==> config.mk <==
export PLATFORM = sky130hd
export DESIGN_NAME = motor_unit
export DESIGN_NICKNAME = d
export VERILOG_FILES = /design/src/logic/motor_pkg.sv /design/src/logic/step_timing_if.sv /design/src/logic/izh_neuron.sv /design/src/logic/motor_unit.sv /design/src/logic/muscle_force.sv /design/src/logic/neural_drive.sv /design/src/logic/passive_tension.sv /design/src/logic/spike_window_counter.sv /design/src/logic/step_timer.sv
export SDC_FILE = /design/constraint.sdc
export NUM_CORES = 2
export LEC_CHECK = 0
export CAP_MARGIN = 20
export CORE_ASPECT_RATIO = 1.75
export CORE_UTILIZATION = 65
export CTS_CLUSTER_SIZE = 16
export DETAILED_ROUTE_END_ITERATION = 8
export DONT_BUFFER_PORTS = 1
export GPL_ROUTABILITY_DRIVEN = 0
export PLACE_DENSITY_LB_ADDON = 0.2
export SYNTH_ARGS = -nofsm -noshare
export SYNTH_HDL_FRONTEND = slang
export SYNTH_SLANG_ARGS = --single-unit
==> constraint.sdc <==
create_clock -name i_clk -period 27.5 [get_ports i_clk]
set_input_delay 0 -clock i_clk [delete_from_list [all_inputs] [get_ports i_clk]]
set_output_delay 0 -clock i_clk [all_outputs]
set_load 0.02 [all_outputs]
==> src/logic/motor_pkg.sv <==
package motor_pkg;

    //////////////////////////////////////////////////
    // fixed-point types
    //////////////////////////////////////////////////

    // Q2.16, potential / recovery / neuron current
    typedef logic signed [17:0] potential_t;
    typedef logic [15:0]        rate_t;
    // Q8.8 rate-to-current coefficient
    typedef logic [15:0]        coef_t;
    typedef logic [7:0]         gain8_t;
    typedef logic [15:0]        count_t;
    typedef logic [15:0]        length_t;
    typedef logic [31:0]        force_t;

    // headroom for neuron sums before saturation
    localparam int WIDE_W = 24;
    typedef logic signed [WIDE_W-1:0] wide_t;

    //////////////////////////////////////////////////
    // timing
    //////////////////////////////////////////////////

    // clocks per neuron step, one per phase
    localparam int STEP_CLKS    = 4;
    localparam int WINDOW_STEPS = 64;
    typedef logic [$clog2(STEP_CLKS)-1:0]    phase_t;
    typedef logic [$clog2(WINDOW_STEPS)-1:0] step_idx_t;

    //////////////////////////////////////////////////
    // neuron and synapse constants
    //////////////////////////////////////////////////

    // a = 0.125, b = 0.25 as shifts
    localparam int IZH_A_SHIFT = 3;
    localparam int IZH_B_SHIFT = 2;
    localparam potential_t IZH_C      = -18'sd42598;  // -0.65
    localparam potential_t IZH_D      = 18'sd5242;    // 0.08
    localparam potential_t IZH_V_PEAK = 18'sd19660;   // 0.30
    localparam potential_t IZH_BIAS   = 18'sd22937;   // 0.35
    localparam potential_t IZH_V_REST = -18'sd45875;  // -0.70
    localparam potential_t POT_MAX    = 18'sh1FFFF;
    localparam potential_t POT_MIN    = -18'sh20000;

    localparam potential_t SYN_WEIGHT      = 18'sh01000;
    localparam int         SYN_DECAY_SHIFT = 3;

    // passive element
    localparam length_t L_SLACK = 16'd1000;
    localparam length_t K_PE    = 16'd12;

    // clamp a wide sum back into Q2.16
    function automatic potential_t sat_pot(input wide_t x);
        if (x > wide_t'(POT_MAX)) begin
            return POT_MAX;
        end else if (x < wide_t'(POT_MIN)) begin
            return POT_MIN;
        end
        return potential_t'(x[17:0]);
    endfunction

endpackage

==> src/logic/step_timing_if.sv <==
`timescale 1ns/1ps

interface step_timing_if;
    import motor_pkg::*;

    // one-cycle strobes, all from the step timer
    logic      o_step;
    logic      o_window_start;
    logic      o_window_end;
    // index of the step being strobed
    step_idx_t o_step_idx;

    modport timer (
        output o_step, o_window_start, o_window_end, o_step_idx
    );

    modport user (
        input o_step, o_window_start, o_window_end, o_step_idx
    );

endinterface

==> src/logic/izh_neuron.sv <==
`timescale 1ns/1ps

module izh_neuron #(
    parameter int TAU_SHIFT = 2
) (
    input  logic                  i_clk,
    input  logic                  i_rst_n,
    input  logic                  i_step,
    input  motor_pkg::potential_t i_current,
    output logic                  o_spike
);
    import motor_pkg::*;

    // membrane potential and recovery
    potential_t          v;
    potential_t          u;

    logic signed [35:0]  v_sq_full;
    wide_t               v_w;
    wide_t               u_w;
    wide_t               v_sq;
    wide_t               dv_sum;
    wide_t               v_new;
    wide_t               u_new;
    potential_t          v_sat;
    logic                hit_peak;

    //////////////////////////////////////////////////
    // next-state arithmetic, all from old v and u
    //////////////////////////////////////////////////

    assign v_w = wide_t'(v);
    assign u_w = wide_t'(u);

    // v^2 back to Q2.16
    assign v_sq_full = v * v;
    assign v_sq      = wide_t'(v_sq_full >>> 16);

    // 4v^2 + 1.25v + bias - u + I
    assign dv_sum = (v_sq <<< 2) + v_w + (v_w >>> 2) + wide_t'(IZH_BIAS)
                    - u_w + wide_t'(i_current);
    assign v_new  = v_w + (dv_sum >>> TAU_SHIFT);

    // a * (b*v - u)
    assign u_new = u_w + (((v_w >>> IZH_B_SHIFT) - u_w) >>> IZH_A_SHIFT);

    assign v_sat    = sat_pot(v_new);
    assign hit_peak = (v_sat >= IZH_V_PEAK);

    //////////////////////////////////////////////////
    // state update, only on step clocks
    //////////////////////////////////////////////////

    always_ff @(posedge i_clk) begin
        if (!i_rst_n) begin
            v       <= IZH_V_REST;
            u       <= '0;
            o_spike <= 1'b0;
        end else begin
            // single-cycle pulse after the step edge
            o_spike <= i_step && hit_peak;
            if (i_step) begin
                if (hit_peak) begin
                    // fire and jump recovery
                    v <= IZH_C;
                    u <= sat_pot(u_new + wide_t'(IZH_D));
                end else begin
                    v <= v_sat;
                    u <= sat_pot(u_new);
                end
            end
        end
    end

endmodule

==> src/logic/motor_unit.sv <==
`timescale 1ns/1ps

module motor_unit (
    input  logic               i_clk,
    input  logic               i_rst_n,
    input  motor_pkg::rate_t   i_rate_ia,
    input  motor_pkg::coef_t   i_coef_ia,
    input  motor_pkg::gain8_t  i_gain_mn,
    input  motor_pkg::length_t i_length,
    input  logic [15:0]        i_gain_force,
    output logic               o_ia_spike,
    output logic               o_mn_spike,
    output motor_pkg::count_t  o_spike_count,
    output motor_pkg::force_t  o_force,
    output logic               o_force_valid
);
    import motor_pkg::*;

    logic   count_valid;
    force_t passive;

    // step and window strobes
    step_timing_if tmg ();

    step_timer step_timer_inst (
        .i_clk   (i_clk),
        .i_rst_n (i_rst_n),
        .tmg     (tmg.timer)
    );

    // active path, spikes to windowed count
    neural_drive neural_drive_inst (
        .i_clk         (i_clk),
        .i_rst_n       (i_rst_n),
        .tmg           (tmg.user),
        .i_rate_ia     (i_rate_ia),
        .i_coef_ia     (i_coef_ia),
        .i_gain_mn     (i_gain_mn),
        .o_ia_spike    (o_ia_spike),
        .o_mn_spike    (o_mn_spike),
        .o_count       (o_spike_count),
        .o_count_valid (count_valid)
    );

    // passive path
    passive_tension passive_tension_inst (
        .i_clk     (i_clk),
        .i_rst_n   (i_rst_n),
        .tmg       (tmg.user),
        .i_length  (i_length),
        .o_passive (passive)
    );

    // total force, two cycles after window end
    muscle_force muscle_force_inst (
        .i_clk         (i_clk),
        .i_rst_n       (i_rst_n),
        .i_count       (o_spike_count),
        .i_count_valid (count_valid),
        .i_passive     (passive),
        .i_gain_force  (i_gain_force),
        .o_force       (o_force),
        .o_force_valid (o_force_valid)
    );

endmodule

==> src/logic/muscle_force.sv <==
`timescale 1ns/1ps

module muscle_force (
    input  logic              i_clk,
    input  logic              i_rst_n,
    input  motor_pkg::count_t i_count,
    input  logic              i_count_valid,
    input  motor_pkg::force_t i_passive,
    input  logic [15:0]       i_gain_force,
    output motor_pkg::force_t o_force,
    output logic              o_force_valid
);
    import motor_pkg::*;

    force_t      active;
    logic [32:0] total;

    // active part from spike count
    assign active = i_count * i_gain_force;
    // carry bit for clipping
    assign total  = {1'b0, active} + {1'b0, i_passive};

    always_ff @(posedge i_clk) begin
        if (!i_rst_n) begin
            o_force       <= '0;
            o_force_valid <= 1'b0;
        end else begin
            o_force_valid <= i_count_valid;
            if (i_count_valid) begin
                o_force <= total[32] ? '1 : total[31:0];
            end
        end
    end

endmodule

==> src/logic/neural_drive.sv <==
`timescale 1ns/1ps

module neural_drive (
    input  logic              i_clk,
    input  logic              i_rst_n,
    step_timing_if.user       tmg,
    input  motor_pkg::rate_t  i_rate_ia,
    input  motor_pkg::coef_t  i_coef_ia,
    input  motor_pkg::gain8_t i_gain_mn,
    output logic              o_ia_spike,
    output logic              o_mn_spike,
    output motor_pkg::count_t o_count,
    output logic              o_count_valid
);
    import motor_pkg::*;

    logic [31:0] ia_prod;
    logic [23:0] ia_scaled;
    potential_t  ia_current;
    // synaptic current, never negative
    potential_t  syn;
    logic        syn_pend;
    wide_t       syn_add;
    wide_t       syn_next;
    logic [25:0] mn_prod;
    potential_t  mn_current;

    //////////////////////////////////////////////////
    // Ia afferent
    //////////////////////////////////////////////////

    // rate * Q8.8 coef, drop fraction
    assign ia_prod    = i_rate_ia * i_coef_ia;
    assign ia_scaled  = ia_prod[31:8];
    assign ia_current = (ia_scaled > 24'(POT_MAX)) ? POT_MAX : potential_t'(ia_scaled[17:0]);

    izh_neuron #(.TAU_SHIFT(2)) ia_neuron_inst (
        .i_clk     (i_clk),
        .i_rst_n   (i_rst_n),
        .i_step    (tmg.o_step),
        .i_current (ia_current),
        .o_spike   (o_ia_spike)
    );

    //////////////////////////////////////////////////
    // synapse, Ia spike to motoneuron current
    //////////////////////////////////////////////////

    // add weight first, then decay
    assign syn_add  = wide_t'(syn) + (syn_pend ? wide_t'(SYN_WEIGHT) : wide_t'(0));
    assign syn_next = syn_add - (syn_add >>> SYN_DECAY_SHIFT);

    always_ff @(posedge i_clk) begin
        if (!i_rst_n) begin
            syn      <= '0;
            syn_pend <= 1'b0;
        end else begin
            // spike arrives between steps, hold until the next one
            syn_pend <= (syn_pend && !tmg.o_step) || o_ia_spike;
            if (tmg.o_step) begin
                syn <= sat_pot(syn_next);
            end
        end
    end

    // syn * gain, clipped to Q2.16
    assign mn_prod    = {8'd0, syn} * {18'd0, i_gain_mn};
    assign mn_current = (mn_prod > 26'(POT_MAX)) ? POT_MAX : potential_t'(mn_prod[17:0]);

    //////////////////////////////////////////////////
    // motoneuron and spike count
    //////////////////////////////////////////////////

    izh_neuron #(.TAU_SHIFT(2)) mn_neuron_inst (
        .i_clk     (i_clk),
        .i_rst_n   (i_rst_n),
        .i_step    (tmg.o_step),
        .i_current (mn_current),
        .o_spike   (o_mn_spike)
    );

    spike_window_counter counter_inst (
        .i_clk         (i_clk),
        .i_rst_n       (i_rst_n),
        .tmg           (tmg),
        .i_spike       (o_mn_spike),
        .o_count       (o_count),
        .o_count_valid (o_count_valid)
    );

endmodule

==> src/logic/passive_tension.sv <==
`timescale 1ns/1ps

module passive_tension (
    input  logic               i_clk,
    input  logic               i_rst_n,
    step_timing_if.user        tmg,
    input  motor_pkg::length_t i_length,
    output motor_pkg::force_t  o_passive
);
    import motor_pkg::*;

    // stretch beyond slack, zero when slack
    length_t stretch;
    force_t  pe_force;

    assign stretch  = (i_length > L_SLACK) ? i_length - L_SLACK : '0;
    assign pe_force = stretch * K_PE;

    // one sample per window
    always_ff @(posedge i_clk) begin
        if (!i_rst_n) begin
            o_passive <= '0;
        end else if (tmg.o_window_end) begin
            o_passive <= pe_force;
        end
    end

endmodule

==> src/logic/spike_window_counter.sv <==
`timescale 1ns/1ps

module spike_window_counter (
    input  logic              i_clk,
    input  logic              i_rst_n,
    step_timing_if.user       tmg,
    input  logic              i_spike,
    output motor_pkg::count_t o_count,
    output logic              o_count_valid
);
    import motor_pkg::*;

    // running count for the current window
    count_t cnt;
    count_t cnt_inc;

    // saturate at all ones
    assign cnt_inc = (i_spike && (cnt != '1)) ? cnt + 1'b1 : cnt;

    always_ff @(posedge i_clk) begin
        if (!i_rst_n) begin
            cnt           <= '0;
            o_count       <= '0;
            o_count_valid <= 1'b0;
        end else begin
            o_count_valid <= tmg.o_window_end;
            if (tmg.o_window_end) begin
                // hand over window result, restart
                o_count <= cnt_inc;
                cnt     <= '0;
            end else begin
                cnt <= cnt_inc;
            end
        end
    end

endmodule

==> src/logic/step_timer.sv <==
`timescale 1ns/1ps

module step_timer (
    input  logic               i_clk,
    input  logic               i_rst_n,
    step_timing_if.timer       tmg
);
    import motor_pkg::*;

    // clock phase inside a step
    phase_t    phase;
    // next step number inside the window
    step_idx_t step_cnt;

    always_ff @(posedge i_clk) begin
        if (!i_rst_n) begin
            phase              <= '0;
            step_cnt           <= '0;
            tmg.o_step         <= 1'b0;
            tmg.o_window_start <= 1'b0;
            tmg.o_window_end   <= 1'b0;
            tmg.o_step_idx     <= '0;
        end else begin
            // strobes default low
            tmg.o_step         <= 1'b0;
            tmg.o_window_start <= 1'b0;
            tmg.o_window_end   <= 1'b0;
            if (phase == phase_t'(STEP_CLKS - 1)) begin
                phase              <= '0;
                tmg.o_step         <= 1'b1;
                tmg.o_step_idx     <= step_cnt;
                tmg.o_window_start <= (step_cnt == '0);
                tmg.o_window_end   <= (step_cnt == step_idx_t'(WINDOW_STEPS - 1));
                // wraps into the next window
                step_cnt           <= step_cnt + 1'b1;
            end else begin
                phase <= phase + 1'b1;
            end
        end
    end

endmodule

==> reports/results.ini <==
[timing]
rsz0062_at_grt = false
max_slew.worst_pin.slew_ns = 1.215
finalHoldViolations = 0
clock_skew_ns = 0.02655
final.min_clock_period_ns = 15.15
setup_tns_ns = 0
setup_violations = 0
max_freq_mhz = 66.01
relSlewSlack_pct = 18.86
timing.final.crit_share_pct = 55.09
drv_slew = 0

[critical_path]
critPathSlowestCell = o41ai_1
critPathMaxFanout = 13
cp.required_ns = 27.93
rr_startpoint = neural_drive_inst.ia_neuron_inst.v[8]$_SDFFE_PN0P_
path_common_cell = fa_1
worst_setup_path_end_kind = register
critPathMaxStageDelay_ns = 0.91
crit_path_start = neural_drive_inst.ia_neuron_inst.v[8]$_SDFFE_PN0P_
regToRegSetupSlack_ns = 12.35
worst_ep_arrival_time_ns = 15.58
startpoint_type = register
crit_type = reg -> reg

[global_routing]
antenna_found_initial = 0
grt_usage_pct = 36.32
grt_pass1_vias = 54660
overflow = 0
grt_pass1_wl_um = 273700
grt_max_degree = 57

[yosys]
synth_cells = 7165
ys_ff_latch = 187
synth_top_family_by_area = adder cells
synth_compound_area_share_pct = 10.42
syn-mean-instance-area_um2 = 8.691
synth-warning-count = 0
ys_async_sr_fraction_pct = 0
synth_edf_count = 0
synth_mux_area_share_pct = 0.3577
synth_cell_types = 95
synth_xor_area_share_pct = 4.334
yosysSeqAreaShare_pct = 6.012
synth_area_um2 = 62270
synth-main-ff-cell = dfxtp_1
synth_fa_ha_area_share_pct = 53.40
synth-simple-area-share_pct = 14.28

[die]
boundaryPins = 125
std_cell_rows = 149
dieArea_um2 = 97090
fp.dieW_um = 236.0
start_util_pct = 65.88
core_um2 = 94520
dieHeight_um = 411.4

[route]
drt_first_pass_iters = 8
wl_per_cell_um = 20.41
drc_errors = 0
vias = 49350
first_iter_violations = 2849
drtAntennaViolNets = 0
drt_wl_total_um = 168600
viasPerCell = 5.975

[cells_and_area]
final_nets = 9038
register_area_um2 = 3744
area_delta_synth_final_pct = 2.998
multiInputGateArea_um2 = 51610
layout_common_cells = inv_1, fa_1, nand2_1
layout_commonest_cell = inv_1
drive_gt1_share_pct = 2.369
postLayoutCoreUtil_pct = 67.85
fillers = 7724

[clock_tree]
clock_latency_ns = 0.53
root_buffer = clkbuf_16
cts_tree = yes
cts_setup_buffers = 0
cts_sinks = 187
postCtsResizedCells = 0
cts_made_buffers = 17
htree_num_levels = 4
clock_path_buffers = 2
clk_pin_slew_ns = 0.10

[placement]
hpwl_um = 138800
io_buffer_count = 0

[hold_path]
holdCritStartpoint = i_rst_n
min_path_type = in -> reg

[status]
status = finished, final reports clean

[flow_run]
cap_violations = 0

==> sequential cells by signal (all words and copies together), names as in the netlist <==
name / flops
step_timer_inst.step_cnt: 6
neural_drive_inst.syn_pend: 1
step_timer_inst.phase: 2
neural_drive_inst.syn: 18
neural_drive_inst.counter_inst.o_count_valid: 1
step_timer_inst.tmg.o_step: 1
neural_drive_inst.mn_neuron_inst.u: 18
neural_drive_inst.mn_neuron_inst.o_spike: 1
neural_drive_inst.ia_neuron_inst.u: 18
muscle_force_inst.o_force_valid: 1
neural_drive_inst.ia_neuron_inst.o_spike: 1
neural_drive_inst.counter_inst.o_count: 16
neural_drive_inst.mn_neuron_inst.v: 18
neural_drive_inst.counter_inst.cnt: 16
neural_drive_inst.ia_neuron_inst.v: 18
passive_tension_inst.o_passive: 18
muscle_force_inst.o_force: 32
step_timer_inst.tmg.o_window_end: 1
==> what timing repair did <==
item	in CTS	in global routing
endpoints found under the setup margin	0	0
hold buffers	12	0
hold endpoints to repair	61	0
==> kinds of logic after synthesis <==
family          count (synthesis)
simple gates                 1912
compound gates                961
xor+xnor                      306
fa+ha+maj                    1926
other cells                     2
buf+inv                      1849
flops                         187
mux                            22
==> metrics by stage <==
| stage | std cells | instance area (um^2) | setup slack [ns] | hold WS [ns] |
|---|---|---|---|---|
| after detailed placement | 8215 | 63380 | 12.52 | 0.1085 |
| after CTS | 8258 | 64130 | 12.49 | 0.009156 |
| final | 8259 | 64140 | 12.35 | 0.01938 |
| after floorplan | 7175 | 62310 | 14.85 | 0.1632 |
| after global placement | 8215 | 63380 | 12.73 | 0.1066 |
| after global routing | 8258 | 64130 | 11.31 | 0.03759 |
==> worst max-delay path, delay by kind of cell (launching register included) <==
kind	cells	cell delay [ns]
fa+ha+maj	12	5.36
compound gates	14	4.94
simple gates	9	2.49
buf+inv	8	0.92
flops	1	0.82
xor+xnor	3	0.54
==> cell type report <==
class,count,share of cell area (%)
Inverter,1628,9.528
Timing Repair Buffer,65,0.8350
Clock buffer,18,0.6848
Tap cell,1208,2.357
Clock inverter,13,0.2770
Multi-Input combinational cell,5139,80.48
Antenna cell,1,0.003902
Sequential cell,187,5.837
==> per-layer routing <==
metal	share of wire, %	global-route usage (%)	up-vias
met3	5.6	5.957	897
li1	-	-	22060
met2	53	68.36	1786
met1	30	32.79	24610
met5	0	0	-
met4	11	33.51	0
==> path summary, 6_finish.rpt <==
| kind | end | cells past startpoint |
|---|---|---|
| setup / recovery | neural_drive_inst.ia_neuron_inst.u[16]$_SDFFE_PN0P_ | 46 |
| hold / removal | neural_drive_inst.mn_neuron_inst.v[1]$_SDFFE_PN0P_ | 3 |
| setup reg to reg | neural_drive_inst.ia_neuron_inst.u[16]$_SDFFE_PN0P_ | 46 |
| hold reg to reg | step_timer_inst.phase[0]$_SDFF_PP0_ | 1 |
==> cell usage after synthesis (15+ instances only) <==
master	n	share of area, %
dfxtp_1	187	6.0
nand4_1	37	0.37
nor2b_1	37	0.37
a211oi_1	31	0.37
or3_1	36	0.36
o21a_1	56	0.68
nand3_1	79	0.63
o211ai_1	29	0.35
a221oi_1	23	0.32
a32o_1	22	0.35
a31oi_1	37	0.37
a211o_1	15	0.21
and2_1	310	3.1
inv_1	1612	9.7
xor2_1	98	1.4
o31ai_1	18	0.22
o21bai_1	21	0.25
clkbuf_1	202	1.2
a21o_1	84	1.0
nand2b_1	42	0.42
nor3_1	90	0.72
ha_1	707	14
a21oi_1	211	1.7
nand2_1	752	4.5
or2_2	19	0.19
o21ai_0	221	1.8
xnor2_1	207	2.9
mux2i_1	20	0.32
and3_1	33	0.33
fa_1	1219	39
nor2_1	423	2.5
Power is left out: the tool's default activity adds up to more than one toggle a clock period on the data nets, which glitch-free logic cannot reach.
